File: src/niuPkg.sv
package niuPkg;

    // Vector types with a meaning
    typedef logic [31:0] wordT;
    typedef logic [4:0]  regIdxT;
    typedef logic [4:0]  opT;     // Opcode or ALU function
    typedef logic [16:0] immT;

    localparam int   INSTR_BYTES     = 4;
    localparam int   IMEM_WORDS      = 2048;
    localparam int   DMEM_WORDS      = 2048;
    localparam int   MEM_WORD_OFFSET = 2;  // Byte address to word index
    localparam wordT PC_START        = 32'h0000_0000;

    // Memory-mapped I/O
    localparam wordT ADDR_LEDR   = 32'hFFFF_0020;
    localparam wordT ADDR_LEDG   = 32'hFFFF_0040;
    localparam wordT ADDR_SWITCH = 32'hFFFF_0120;

    // Primary opcodes
    localparam opT OP1_ALUR = 5'b00000;
    localparam opT OP1_ADDI = 5'b00001;
    localparam opT OP1_ANDI = 5'b00101;
    localparam opT OP1_ORI  = 5'b00110;
    localparam opT OP1_XORI = 5'b00111;
    localparam opT OP1_SULI = 5'b01000;
    localparam opT OP1_SURI = 5'b01010;
    localparam opT OP1_SSRI = 5'b01011;
    localparam opT OP1_LW   = 5'b10000;
    localparam opT OP1_SW   = 5'b10011;
    localparam opT OP1_BEQ  = 5'b11000;
    localparam opT OP1_BNE  = 5'b11001;
    localparam opT OP1_BLT  = 5'b11010;
    localparam opT OP1_BLE  = 5'b11011;

    // Secondary functions, also the ALU function codes
    localparam opT OP2_SUB = 5'b00000;
    localparam opT OP2_ADD = 5'b00001;
    localparam opT OP2_NOT = 5'b00100;
    localparam opT OP2_AND = 5'b00101;
    localparam opT OP2_OR  = 5'b00110;
    localparam opT OP2_XOR = 5'b00111;
    localparam opT OP2_SUL = 5'b01000;
    localparam opT OP2_SUR = 5'b01010;
    localparam opT OP2_SSR = 5'b01011;
    localparam opT OP2_EQ  = 5'b10000;
    localparam opT OP2_NEQ = 5'b10001;
    localparam opT OP2_LT  = 5'b10010;
    localparam opT OP2_LEQ = 5'b10011;

    typedef enum logic [4:0] {
        FETCH, DECODE,
        ALU0, ALU1, ALU2,
        MEM0, MEM1, MEM2, MEM3, MEM4,
        BR0, BR1, BR2, BR3, BR4, BR5,
        ERROR
    } ctrlStateT;

    typedef enum logic [2:0] {
        NONE, PC, REG, MEM, ALU, IMM, IMMWORD
    } busSrcT;

    typedef struct packed {
        busSrcT busSrc;
        logic   loadPc;
        logic   incPc;
        logic   loadIr;
        logic   loadA;
        logic   loadB;
        logic   loadMar;
        logic   writeReg;
        logic   writeMem;
        regIdxT regSel;
        opT     aluFunc;
    } ctrlT;

endpackage
File: src/niuControl.sv
`timescale 1ns/1ps

module niuControl (
    input  logic           clk,
    input  logic           reset,
    input  niuPkg::opT     op1,
    input  niuPkg::opT     op2,
    input  niuPkg::regIdxT rx,
    input  niuPkg::regIdxT ry,
    input  niuPkg::regIdxT rz,
    input  logic           cmpTrue,
    output niuPkg::ctrlT   ctrl
);
    import niuPkg::*;

    ctrlStateT state, nextState;
    logic isRegOp;

    // Immediate opcode to ALU function
    function automatic opT immFunc(input opT op);
        case (op)
            OP1_ANDI: return OP2_AND;
            OP1_ORI:  return OP2_OR;
            OP1_XORI: return OP2_XOR;
            OP1_SULI: return OP2_SUL;
            OP1_SURI: return OP2_SUR;
            OP1_SSRI: return OP2_SSR;
            default:  return OP2_ADD;
        endcase
    endfunction

    function automatic opT branchFunc(input opT op);
        case (op)
            OP1_BNE: return OP2_NEQ;
            OP1_BLT: return OP2_LT;
            OP1_BLE: return OP2_LEQ;
            default: return OP2_EQ;
        endcase
    endfunction

    function automatic logic validFunc(input opT func);
        case (func)
            OP2_SUB, OP2_ADD, OP2_NOT, OP2_AND, OP2_OR, OP2_XOR,
            OP2_SUL, OP2_SUR, OP2_SSR,
            OP2_EQ, OP2_NEQ, OP2_LT, OP2_LEQ: return 1'b1;
            default: return 1'b0;
        endcase
    endfunction

    assign isRegOp = (op1 == OP1_ALUR);

    always_ff @(posedge clk or posedge reset) begin
        if (reset) begin
            state <= FETCH;
        end else begin
            state <= nextState;
        end
    end

    always_comb begin
        nextState = state;
        case (state)
            FETCH:  nextState = DECODE;
            DECODE: begin
                case (op1)
                    OP1_ALUR: nextState = validFunc(op2) ? ALU0 : ERROR;
                    OP1_ADDI, OP1_ANDI, OP1_ORI, OP1_XORI,
                    OP1_SULI, OP1_SURI, OP1_SSRI: nextState = ALU0;
                    OP1_LW, OP1_SW: nextState = MEM0;
                    OP1_BEQ, OP1_BNE, OP1_BLT, OP1_BLE: nextState = BR0;
                    default: nextState = ERROR;
                endcase
            end
            ALU0:   nextState = ALU1;
            ALU1:   nextState = ALU2;
            ALU2:   nextState = FETCH;
            MEM0:   nextState = MEM1;
            MEM1:   nextState = MEM2;
            MEM2:   nextState = MEM3;
            MEM3:   nextState = MEM4;
            MEM4:   nextState = FETCH;
            BR0:    nextState = BR1;
            BR1:    nextState = BR2;
            BR2:    nextState = cmpTrue ? BR3 : FETCH;  // Taken branch goes on
            BR3:    nextState = BR4;
            BR4:    nextState = BR5;
            BR5:    nextState = FETCH;
            ERROR:  nextState = ERROR;  // Held until reset
            default: nextState = ERROR;
        endcase
    end

    // Control word per state
    always_comb begin
        ctrl = '0;
        ctrl.busSrc = NONE;
        case (state)
            FETCH: begin
                ctrl.loadIr = 1'b1;
                ctrl.incPc  = 1'b1;
            end
            ALU0: begin
                ctrl.busSrc = isRegOp ? REG : IMM;
                ctrl.regSel = ry;
                ctrl.loadB  = 1'b1;
            end
            ALU1, MEM0, BR0: begin
                ctrl.busSrc = REG;
                ctrl.regSel = rx;
                ctrl.loadA  = 1'b1;
            end
            ALU2: begin
                ctrl.busSrc   = ALU;
                ctrl.aluFunc  = isRegOp ? op2 : immFunc(op1);
                ctrl.regSel   = isRegOp ? rz : ry;  // Immediate form writes ry
                ctrl.writeReg = 1'b1;
            end
            MEM1: begin
                ctrl.busSrc = IMM;
                ctrl.loadB  = 1'b1;
            end
            MEM2: begin
                ctrl.busSrc  = ALU;
                ctrl.aluFunc = OP2_ADD;
                ctrl.loadMar = 1'b1;
            end
            MEM3: ;  // MDR picks up the word
            MEM4: begin
                ctrl.regSel = ry;
                if (op1 == OP1_LW) begin
                    ctrl.busSrc   = MEM;
                    ctrl.writeReg = 1'b1;
                end else begin
                    ctrl.busSrc   = REG;
                    ctrl.writeMem = 1'b1;
                end
            end
            BR1: begin
                ctrl.busSrc = REG;
                ctrl.regSel = ry;
                ctrl.loadB  = 1'b1;
            end
            BR2: ctrl.aluFunc = branchFunc(op1);
            BR3: begin
                ctrl.busSrc = PC;  // Already old PC plus 4
                ctrl.loadA  = 1'b1;
            end
            BR4: begin
                ctrl.busSrc = IMMWORD;
                ctrl.loadB  = 1'b1;
            end
            BR5: begin
                ctrl.busSrc  = ALU;
                ctrl.aluFunc = OP2_ADD;
                ctrl.loadPc  = 1'b1;
            end
            default: ;
        endcase
    end

endmodule

File: config.mk
export PLATFORM = sky130hd
export DESIGN_NAME = niuControl
export DESIGN_NICKNAME = d
export VERILOG_FILES = /design/src/niuPkg.sv /design/src/niuControl.sv
export SDC_FILE = /design/constraint.sdc
export NUM_CORES = 1
export LEC_CHECK = 0
export BUFFER_PORTS_ARGS = -buffer_cell sky130_fd_sc_hd__buf_4
export CAP_MARGIN = 5
export CORE_UTILIZATION = 51
export CTS_BUF_LIST = sky130_fd_sc_hd__clkbuf_4 sky130_fd_sc_hd__clkbuf_8
export CTS_CLUSTER_DIAMETER = 120
export CTS_CLUSTER_SIZE = 8
export DETAILED_ROUTE_END_ITERATION = 12
export HOLD_SLACK_MARGIN = 0.15
export MAX_ROUTING_LAYER = met4
export PLACE_DENSITY = 0.95
export SYNTH_ARGS = -nofsm -noshare
export SYNTH_HDL_FRONTEND = slang
export SYNTH_SLANG_ARGS = --single-unit
File: constraint.sdc
create_clock -name clk -period 2.99 [get_ports clk]
set_clock_uncertainty 0.05 [all_clocks]
set_input_delay 0.4485 -clock clk [delete_from_list [all_inputs] [get_ports clk]]
set_output_delay 0.4485 -clock clk [all_outputs]
set_load 0.02 [all_outputs]
# Word-level counts from Yosys, hierarchy flattened
# Memory sizes are Yosys's and may differ from the RTL's.
# Cells that the tools add are included.
op_classes:
  n_mux: 24
  n_reduce_logical: 13
  eq_ne: 28
op_table:
  columns: ["cell", "count"]
  rows:
  - ["case mux 5 bit (14 select lines)", 1]
  - ["equality test 5 x 4 -> 1 bit (second input constant)", 11]
  - ["equality test 5 x 3 -> 1 bit (second input constant)", 7]
  - ["equality test 5 bit (second input constant)", 6]
  - ["case mux 5 bit (3 select lines)", 2]
  - ["case mux 4 bit (6 select lines)", 1]
  - ["case mux 3 bit (7 select lines)", 1]
  - ["case mux 5 bit (4 select lines)", 1]
  - ["OR reduction 4 bit", 4]
  - ["2-to-1 mux 5 bit", 3]
  - ["OR reduction 3 bit", 4]
  - ["equality test 5 x 1 -> 1 bit (second input constant)", 2]
  - ["equality test 5 x 2 -> 1 bit (second input constant)", 2]
  - ["zero test 5 bit", 2]
  - ["2-to-1 mux 1 bit", 10]
  - ["OR reduction 7 bit", 1]
  - ["case mux 2 bit (3 select lines)", 1]
  - ["2-to-1 mux 4 bit", 1]
  - ["OR reduction 2 bit", 2]
  - ["2-to-1 mux 3 bit", 1]
  - ["2-to-1 mux 2 bit", 1]
  - ["case mux 1 bit (2 select lines)", 1]
totals:
  inputBits: 28
  rom_bits: 32
  memories: 1
  wordCells: 67
  regBits: 5
memory_table:
  columns: ["memory", "depth", "width", "read_ports", "rd_clocked_by_memory_dff", "wr", "line", "source"]
  rows:
  - ["(name not given)", 32, 1, 1, 0, 0, "niuControl.sv:42", "case (func)"]

# Depth between registers and ports, before layout
# Gate-level depths: netlist (run 1).
depth:
  word_depth: 6
  depth_mapped: 6

# Worst setup path before layout (run 1)
# Ideal clock, no wire load.
synth_path:
  path_type: "in2out"
  start: "input port op1[0]"
  end: "output port ctrl[2] (netlist name)"
  path_buffers: 1
  arrival_ps: 1940
  setup_slack_ps: 552
  path_stages: 4
  cell_sequence: "buf_2 > nor2_1 > nand3_1 > a2111oi_0"
synth_rtl:
  columns: ["element", "line", "source"]
  rows:
  - ["start, declared", "niuControl.sv:6", "input niuPkg::opT op1,"]
  - ["end, declared", "niuControl.sv:12", "output niuPkg::ctrlT ctrl"]

==> impl_metrics.env, run 1 <==
export IMPL_setup_viol=0
export IMPL_routed_via_density=6.00
export IMPL_crit_chain="nor2_1 > nand3_1 > nor2_4 > a22o_1 > a21o_1 > buf_4"
export IMPL_first_iter_violations=41
export IMPL_yosys_warnings=0
export IMPL_cts_tree="yes"
export IMPL_via_count=1241
export IMPL_drc_errors=0
export IMPL_cts_buffers=3
export IMPL_ios=49
export IMPL_synth_compound_area_share_pct=38.2
export IMPL_largest_register_ffs=5
export IMPL_drive_above_1_share_pct=33.5
export IMPL_critical_path_arrival_ns=2.13
export IMPL_clock_latency_ns=0.25
export IMPL_synth_ff_type="dfrtp_1"
export IMPL_worst_pin_slew_ns=0.552
export IMPL_crit_fanout=16
export IMPL_largest_register="state"
export IMPL_gp_congestion=0.890
export IMPL_dp_hpwl_um=2340
export IMPL_fillers=142
export IMPL_highest_layer="met4"
export IMPL_firstDrtPassIters=4
export IMPL_grt_overflow=0
export IMPL_synth_cells=141
export IMPL_synth_edf_count=0
export IMPL_slew_violations=0
export IMPL_cts_repair_resized=0
export IMPL_clock_fmax_ghz=0.380
export IMPL_crit_type="register to output port"
export IMPL_syn2layout_area_growth_pct=37.3
export IMPL_antenna_cells=0
export IMPL_wl_met1_um=1210
export IMPL_finalCritPeriodShare_pct=87.9
export IMPL_fp_dieH_um=45.5
export IMPL_ant_nets=0
export IMPL_status="finished, final reports clean"
export IMPL_synthDistinctLibCells=46
export IMPL_die_x_um=45.5
export IMPL_reg_top3="state (5)"
export IMPL_synth_area_mux_share_pct=0
export IMPL_end_kind="output port"
export IMPL_start_kind="register"
export IMPL_p_leak_nw=0.657
export IMPL_fp_coreArea_um2=1750
export IMPL_clock_root_buffer="clkbuf_4"
export IMPL_cp_slowest_cell="dfrtp_1"
export IMPL_seqCellArea_um2=125
export IMPL_avgSynthCellArea_um2=6.85
export IMPL_syn_nets=169
export IMPL_cts_max_level=1
export IMPL_async_flop_share_pct=100
export IMPL_portBuffers=48
export IMPL_finalHoldWorstSlack_ns=0.511
export IMPL_grt_pass1_wl_um=4540
export IMPL_path_buf_inv=1
export IMPL_routed_wl_met3_um=148
export IMPL_holdCritPathClass="input port to register"
export IMPL_drt_wl_total_um=2880
export IMPL_start_util_pct=55.3
export IMPL_std_cell_rows=15
export IMPL_clock_path_buffers=2
export IMPL_tns_ns=0
export IMPL_synth_top_family_by_area="compound AO/OA/AOI/OAI gates"
export IMPL_wl_per_cell_um=13.9
export IMPL_ys_seq_area_share_pct=13.0
export IMPL_drv_cap=0
export IMPL_synthAdderAreaFrac_pct=0
export IMPL_routed_wl_met2_um=1470
export IMPL_grt_util_all_layers_pct=30.4
export IMPL_die_area_um2=2070
export IMPL_grt_max_degree=20
export IMPL_rsz0062_at_grt="no"
export IMPL_synth_area_um2=966
export IMPL_synth_seq_cells=5
export IMPL_critical_path_required_ns=2.49
export IMPL_finalHoldViolCount=0
export IMPL_multi_input_area_um2=743
export IMPL_crit_family="simple AND/OR/NAND/NOR gates"
export IMPL_nets=211
export IMPL_slowest_delay_ns=0.54
export IMPL_antenna_found_initial=0
export IMPL_clk_pin_slew_ns=0.05
export IMPL_synth_xor_area_share_pct=1.81
export IMPL_cts_sinks=5
export IMPL_max_vdd_ir_drop_uv=591
export IMPL_synth_simple_gate_area_share_pct=36.9
export IMPL_power_density_nw_per_um2=700
export IMPL_period_needed_ns=2.63
export IMPL_slew_headroom_pct=63.2
export IMPL_grt_pass1_vias=1064
-- what timing repair did --
| item | in CTS | in global routing |
|---|---|---|
| buffers inserted | 0 | 0 |
| endpoints found under the hold margin | 5 | 0 |
| hold buffers | 1 | 0 |
-- cell usage after synthesis, types with 3 or more instances --
master	count	area [um2]
a211oi_1	3	22.5
a21o_1	7	52.6
a21oi_1	13	65.1
a22o_1	5	43.8
buf_2	6	30.0
clkbuf_1	3	11.3
dfrtp_1	5	125
inv_1	5	18.8
nand2_1	12	45.0
nand2b_1	3	18.8
nand3_1	4	20.0
nor2_1	11	41.3
nor2b_1	6	37.5
nor3_1	5	25.0
o21ai_0	12	60.1
-- cells in the final DEF, fill, tap and decap left out, drive strengths merged, types with 2 or more instances in the layout --
cell	count
nor3	7
or2	2
a22oi	2
a21boi	2
nand2b	3
a21o	7
clkbuf	4
o21ai	13
a22o	5
inv	5
nor2	12
a21oi	14
nand3	4
a211oi	3
nand3b	2
or4b	3
o31ai	2
buf	49
dfrtp	5
nor3b	2
nor2b	6
and2	2
nand2	13
a32oi	2
-- worst paths after layout --
| path | start | to | slack [ns] | depth (start not counted) |
|---|---|---|---|---|
| hold / removal | cmpTrue | state[0]$_DFF_PP0_ | 0.51 | 3 |
| setup reg to reg | state[0]$_DFF_PP0_ | state[0]$_DFF_PP0_ | 1.24 | 4 |
| hold reg to reg | state[4]$_DFF_PP0_ | state[0]$_DFF_PP0_ | 0.67 | 2 |
| min in group asynchronous | reset | state[0]$_DFF_PP0_ | 0.62 | 3 |
| max in group asynchronous | reset | state[1]$_DFF_PP0_ | 2.10 | 3 |
| setup / recovery | state[0]$_DFF_PP0_ | ctrl[8] | 0.36 | 6 |
-- worst register-to-register path: cells and delay by family (launching register included) --
family	cells	cell delay, ns
compound gates	1	0.08
flops	1	0.62
simple gates	3	0.91
-- power breakdown --
part / switching [mW] / internal, mW / total (mW)
clock: 0.0309 / 0.0597 / 0.0906
sequential: 0.0849 / 0.0935 / 0.178
combinational: 0.370 / 0.290 / 0.660
-- layer usage --
metal  vias up  global-route usage (%)
li1        603                       -
met1       583                    36.5
met2        51                    50.9
met3         4                    3.17
met4         0                    13.3
met5         -                       -
-- kinds of logic after synthesis --
| family | after synthesis |
|---|---|
| flops | 5 |
| simple gates | 61 |
| buf+inv | 18 |
| xor+xnor | 2 |
| compound gates | 55 |
-- per-stage QoR --
step | util [%] | instance area, um2 | total power, mW | instances | setup WS [ns]
after floorplan | - | 966 | 0.644 | 141 | 0.552
after global placement | 73.7 | 1290 | 0.807 | 202 | 0.745
after detailed placement | 73.7 | 1290 | 0.831 | 202 | 0.680
after CTS | 76.0 | 1330 | 0.925 | 207 | 0.400
after global routing | 76.0 | 1330 | 0.990 | 207 | 0.257
final | 76.0 | 1330 | 0.929 | 207 | 0.361
-- cell type report --
type | instances | area share, %
Multi-Input combinational cell | 118 | 56.0
Clock buffer | 4 | 2.26
Timing Repair Buffer | 50 | 28.5
Sequential cell | 5 | 9.43
Tap cell | 25 | 2.36
Inverter | 5 | 1.42
No activity file was read; power rests on OpenSTA's default activity.
==> inputs of run 2 (changes only) <==
PLACE_DENSITY = 0.88   (was 0.95)
==> impl_metrics.env, run 2 (same netlist as run 1, synthesis figures left out) <==
export IMPL_clk_pin_slew_ns=0.04
export IMPL_finalHoldViolCount=0
export IMPL_finalCritPeriodShare_pct=88.4
export IMPL_start_kind="register"
export IMPL_antenna_found_initial=0
export IMPL_dp_cells=202
export IMPL_clock_path_buffers=2
export IMPL_holdCritPathClass="input port to register"
export IMPL_die_x_um=45.5
export IMPL_portBuffers=48
export IMPL_via_count=1210
export IMPL_layout_commonest_cell="buf_4"
export IMPL_ant_nets=0
export IMPL_grt_util_all_layers_pct=29.8
export IMPL_cts_tree="yes"
export IMPL_max_vdd_ir_drop_uv=502
export IMPL_wl_per_cell_um=14.0
export IMPL_clock_root_buffer="clkbuf_4"
export IMPL_seqCellArea_um2=125
export IMPL_ios=49
export IMPL_clock_fmax_ghz=0.378
export IMPL_status="finished, final reports clean"
export IMPL_std_cell_rows=15
export IMPL_crit_fanout=16
export IMPL_reg_top3="state (5)"
export IMPL_clock_latency_ns=0.25
export IMPL_die_area_um2=2070
export IMPL_grt_pass1_vias=1041
export IMPL_start_util_pct=55.3
export IMPL_final_cell_area_um2=1330
export IMPL_largest_register_ffs=5
export IMPL_grt_overflow=0
export IMPL_multi_input_area_um2=743
export IMPL_slew_violations=0
export IMPL_firstDrtPassIters=4
export IMPL_rsz0062_at_grt="no"
export IMPL_nets=211
export IMPL_fillers=164
export IMPL_place_area_um2=1290
export IMPL_grt_pass1_wl_um=4480
export IMPL_syn2layout_area_growth_pct=37.3
export IMPL_grt_max_degree=20
export IMPL_fp_dieH_um=45.5
export IMPL_power_density_nw_per_um2=700
export IMPL_drt_wl_total_um=2900
export IMPL_instances_no_fill=207
export IMPL_critical_path_arrival_ns=2.14
export IMPL_setup_viol=0
export IMPL_end_kind="output port"
export IMPL_critical_path_required_ns=2.49
export IMPL_period_needed_ns=2.64
export IMPL_final_core_utilization_pct=76.0
export IMPL_first_iter_violations=27
export IMPL_cts_buffers=3
export IMPL_largest_register="state"
export IMPL_cts_sinks=5
export IMPL_cts_max_level=1
export IMPL_cts_repair_resized=0
export IMPL_slew_headroom_pct=61.3
export IMPL_fp_coreArea_um2=1750
export IMPL_postCtsHoldBufs=1
export IMPL_dp_hpwl_um=2250
export IMPL_worst_pin_slew_ns=0.581
export IMPL_p_leak_nw=0.657
export IMPL_crit_type="register to output port"
export IMPL_routed_via_density=5.85
export IMPL_drive_above_1_share_pct=33.5
export IMPL_final_cell_mix="buf_4, a21oi_1, nand2_1, o21ai_0, nor2_1"
export IMPL_antenna_cells=0
export IMPL_gp_congestion=0.898
export IMPL_cts_setup_buffers=0
export IMPL_drc_errors=0
export IMPL_drv_cap=0
export IMPL_tns_ns=0
[run 2: cell counts in the layout (fill, tap and decap cells not counted)]
No cell type changed its count.
[run 2: where the power goes]
| part | internal (mW) | switching (mW) | total, mW | leakage [nW] |
|---|---|---|---|---|
| Combinational | 0.290 | 0.368 | 0.658 | 0.573 |
| Sequential | 0.0934 | 0.0876 | 0.181 | 0.0655 |
| Clock | 0.0596 | 0.0295 | 0.0891 | 0.0184 |
[run 2: cell type report]
class	instances	area share (%)
clock buffers	4	2.26
flip-flops and latches	5	9.43
inverters	5	1.42
multi-input cells	118	56.0
well taps	25	2.36
repair buffers	50	28.5
[run 2: metal layers]
| layer | GRT usage (%) | up-vias | routed length [um] | share of wire, % |
|---|---|---|---|---|
| li1 | - | 598 | - | - |
| met1 | 38.8 | 567 | 1260 | 44 |
| met2 | 48.3 | 43 | 1490 | 51 |
| met3 | 5.16 | 2 | 130 | 4.5 |
| met4 | 5.45 | 0 | 14 | 0.48 |
| met5 | - | - | 0 | 0 |
[run 2: worst max-delay path, cell delays in order, from the launching register on]
cell	delay (ns)
dfrtp_1	0.55
nor2_1	0.36
nand3_1	0.30
nor2_4	0.28
a22o_1	0.18
a21o_1	0.09
buf_4	0.14
[run 2: through the flow]
stage | hold WS [ns] | setup slack (ns) | power [mW]
after floorplan | 0.177 | 0.552 | 0.644
after global placement | 0.303 | 0.705 | 0.815
after detailed placement | 0.313 | 0.677 | 0.829
after CTS | 0.516 | 0.408 | 0.923
after global routing | 0.548 | 0.233 | 0.998
final | 0.525 | 0.347 | 0.928
[run 2: worst paths after layout]
check,endpoint,slack (ns),cells past startpoint,startpoint
max in group asynchronous,state[3]$_DFF_PP0_,2.09,3,reset
worst min-delay path,state[0]$_DFF_PP0_,0.53,3,cmpTrue
worst max register to register,state[0]$_DFF_PP0_,1.23,4,state[0]$_DFF_PP0_
worst max-delay path,ctrl[5],0.35,6,state[0]$_DFF_PP0_
worst min register to register,state[0]$_DFF_PP0_,0.68,2,state[4]$_DFF_PP0_
min in group asynchronous,state[2]$_DFF_PP0_,0.62,3,reset
==> inputs of run 3 (changes only) <==
ABC_AREA = 1   (was default)
CORE_UTILIZATION = 50   (was 51)
==> impl_metrics.env, run 3 <==
export IMPL_synth_common_cells="nand2_1, inv_1, nor2_1"
export IMPL_end_kind="output port"
export IMPL_syn_nets=199
export IMPL_holdCritPathClass="input port to register"
export IMPL_clock_root_buffer="clkbuf_4"
export IMPL_clk_pin_slew_ns=0.05
export IMPL_syn2layout_area_growth_pct=41.8
export IMPL_fp_dieH_um=44.9
export IMPL_max_vdd_ir_drop_uv=177
export IMPL_fp_coreArea_um2=1730
export IMPL_ios=49
export IMPL_crit_fanout=10
export IMPL_synth_simple_gate_area_share_pct=53.3
export IMPL_rsz0062_at_grt="no"
export IMPL_reg_top3="state (5)"
export IMPL_clock_fmax_ghz=0.443
export IMPL_synth_top_family_by_area="simple AND/OR/NAND/NOR gates"
export IMPL_dp_cells=239
export IMPL_antenna_cells=0
export IMPL_intPower_mw=0.159
export IMPL_yosysTopAreaCellShare_pct=22.4
export IMPL_setup_viol=0
export IMPL_nets=248
export IMPL_synth_most_common_cell="nand2_1"
export IMPL_yosys_warnings=0
export IMPL_dp_slack_ns=0.863
export IMPL_ys_seq_area_share_pct=13.6
export IMPL_synth_seq_cells=5
export IMPL_drv_cap=0
export IMPL_grt_pass1_wl_um=4570
export IMPL_synthAdderAreaFrac_pct=0
export IMPL_setup_slack_ns=0.734
export IMPL_ant_nets=0
export IMPL_power_frac_seq_pct=31.6
export IMPL_firstDrtPassIters=5
export IMPL_start_kind="register"
export IMPL_crit_type="register to output port"
export IMPL_layout_commonest_cell="nand2_1"
export IMPL_clockPowerShare_pct=40.4
export IMPL_yosysTopAreaCell="nand2_1"
export IMPL_drive_above_1_share_pct=32.0
export IMPL_synthDistinctLibCells=27
export IMPL_finalHoldWorstSlack_ns=0.427
export IMPL_largest_register="state"
export IMPL_grt_util_all_layers_pct=31.6
export IMPL_routed_via_density=5.29
export IMPL_worst_pin_slew_ns=0.399
export IMPL_slew_headroom_pct=73.4
export IMPL_avgSynthCellArea_um2=5.39
export IMPL_cts_setup_buffers=0
export IMPL_synth_xor_area_share_pct=0
export IMPL_critical_path_required_ns=2.49
export IMPL_first_iter_violations=62
export IMPL_drt_wl_total_um=2890
export IMPL_grt_pass1_vias=1136
export IMPL_power_density_nw_per_um2=164
export IMPL_place_area_um2=1270
export IMPL_cts_repair_resized=0
export IMPL_dp_hpwl_um=2350
export IMPL_final_cell_area_um2=1310
export IMPL_synth_ff_type="dfrtp_1"
export IMPL_cts_buffers=3
export IMPL_fillers=147
export IMPL_drc_errors=0
export IMPL_clock_latency_ns=0.24
export IMPL_synth_area_mux_share_pct=0
export IMPL_wl_per_cell_um=11.8
export IMPL_swShare_pct=26.2
export IMPL_synth_cells=171
export IMPL_synth_area_um2=921
export IMPL_die_x_um=44.9
export IMPL_cts_max_level=1
export IMPL_cts_sinks=5
export IMPL_synth_compound_area_share_pct=17.1
export IMPL_critical_path_arrival_ns=1.76
export IMPL_via_count=1290
export IMPL_netlist_top_cells_area="nand2_1, dfrtp_1, nand3_1, inv_1, nor2_1"
export IMPL_period_needed_ns=2.26
export IMPL_cts_tree="yes"
export IMPL_async_flop_share_pct=100
export IMPL_std_cell_rows=15
export IMPL_slew_violations=0
export IMPL_tns_ns=0
export IMPL_instances_no_fill=244
export IMPL_p_leak_nw=0.788
export IMPL_status="finished, final reports clean"
export IMPL_clock_path_buffers=2
export IMPL_die_area_um2=2020
export IMPL_portBuffers=48
export IMPL_p_comb_share_pct=27.9
export IMPL_gp_congestion=0.942
export IMPL_p_switching_mw=0.0563
export IMPL_largest_register_ffs=5
export IMPL_start_util_pct=53.3
export IMPL_finalCritPeriodShare_pct=75.4
export IMPL_grt_overflow=0
export IMPL_finalHoldViolCount=0
export IMPL_grt_max_degree=14
export IMPL_antenna_found_initial=0
export IMPL_synth_edf_count=0
export IMPL_final_cell_mix="nand2_1, buf_4, inv_1"
run 3: cell count changes after synthesis, moves of 5 or more:
cell	delta
buf_2	-5
nand3_1	+13
nor2_1	+7
a21o_1	-7
inv_2	+5
o21ai_0	-7
nor2b_1	-6
a22o_1	-5
inv_1	+17
nand2_1	+43
run 3: logic make-up (layout without fill, tap and decap cells):
group                  Yosys count  in the layout
AO/OA/AOI/OAI                   26             26
buffers and inverters           32             80
flip-flops                       5              5
AND/OR/NAND/NOR                108            108
run 3: path summary, 6_finish.rpt:
path                       slack (ns)  cells after the start               start                 end
setup / recovery                 0.73                      5  state[2]$_DFF_PP0_             ctrl[0]
hold / removal                   0.43                      3             cmpTrue  state[0]$_DFF_PP0_
setup reg to reg                 1.42                      5  state[2]$_DFF_PP0_  state[0]$_DFF_PP0_
min in group asynchronous        0.62                      3               reset  state[2]$_DFF_PP0_
hold reg to reg                  0.44                      2  state[4]$_DFF_PP0_  state[4]$_DFF_PP0_
max in group asynchronous        2.09                      3               reset  state[0]$_DFF_PP0_
run 3: critical path, stage by stage, from the launching register on:
cell,delay (ns)
dfrtp_1,0.58
nand2_1,0.18
nor2_1,0.36
nand3_1,0.14
nand3_1,0.11
buf_4,0.14
run 3: through the flow:
step | utilization [%] | total power, mW
after floorplan | - | 0.0916
after global placement | 73.3 | 0.124
after detailed placement | 73.3 | 0.127
after CTS | 75.7 | 0.215
after global routing | 75.7 | 0.227
final | 75.7 | 0.215
run 3: power by group through the flow:
stage	clock network [mW]	registers [mW]	logic (mW)
floorplan	0	0.0689	0.0227
global placement	0	0.0689	0.0556
detailed placement	0	0.0689	0.0581
CTS	0.0879	0.0679	0.0595
global route	0.0926	0.0679	0.0667
finish	0.0869	0.0679	0.0600
run 3: what timing repair did:
action                                  in CTS  in global routing
endpoints found under the setup margin       0                  0
hold endpoints to repair                     5                  0
hold buffers                                 1                  0
run 3: layout make-up:
| type | count | area [um2] | area share (%) |
|---|---|---|---|
| multi-input cells | 134 | 648 | 49.6 |
| clock buffers | 4 | 30.0 | 2.30 |
| well taps | 25 | 31.3 | 2.39 |
| inverters | 27 | 101 | 7.76 |
| repair buffers | 49 | 370 | 28.4 |
| flip-flops and latches | 5 | 125 | 9.58 |
run 3: routing by layer:
layer	vias to the layer above	global-route usage (%)	share of wire [%]
met5	-	-	0
met4	0	16.4	0.97
met3	4	1.60	5.8
met2	65	52.1	51
met1	574	39.1	42
li1	647	-	-
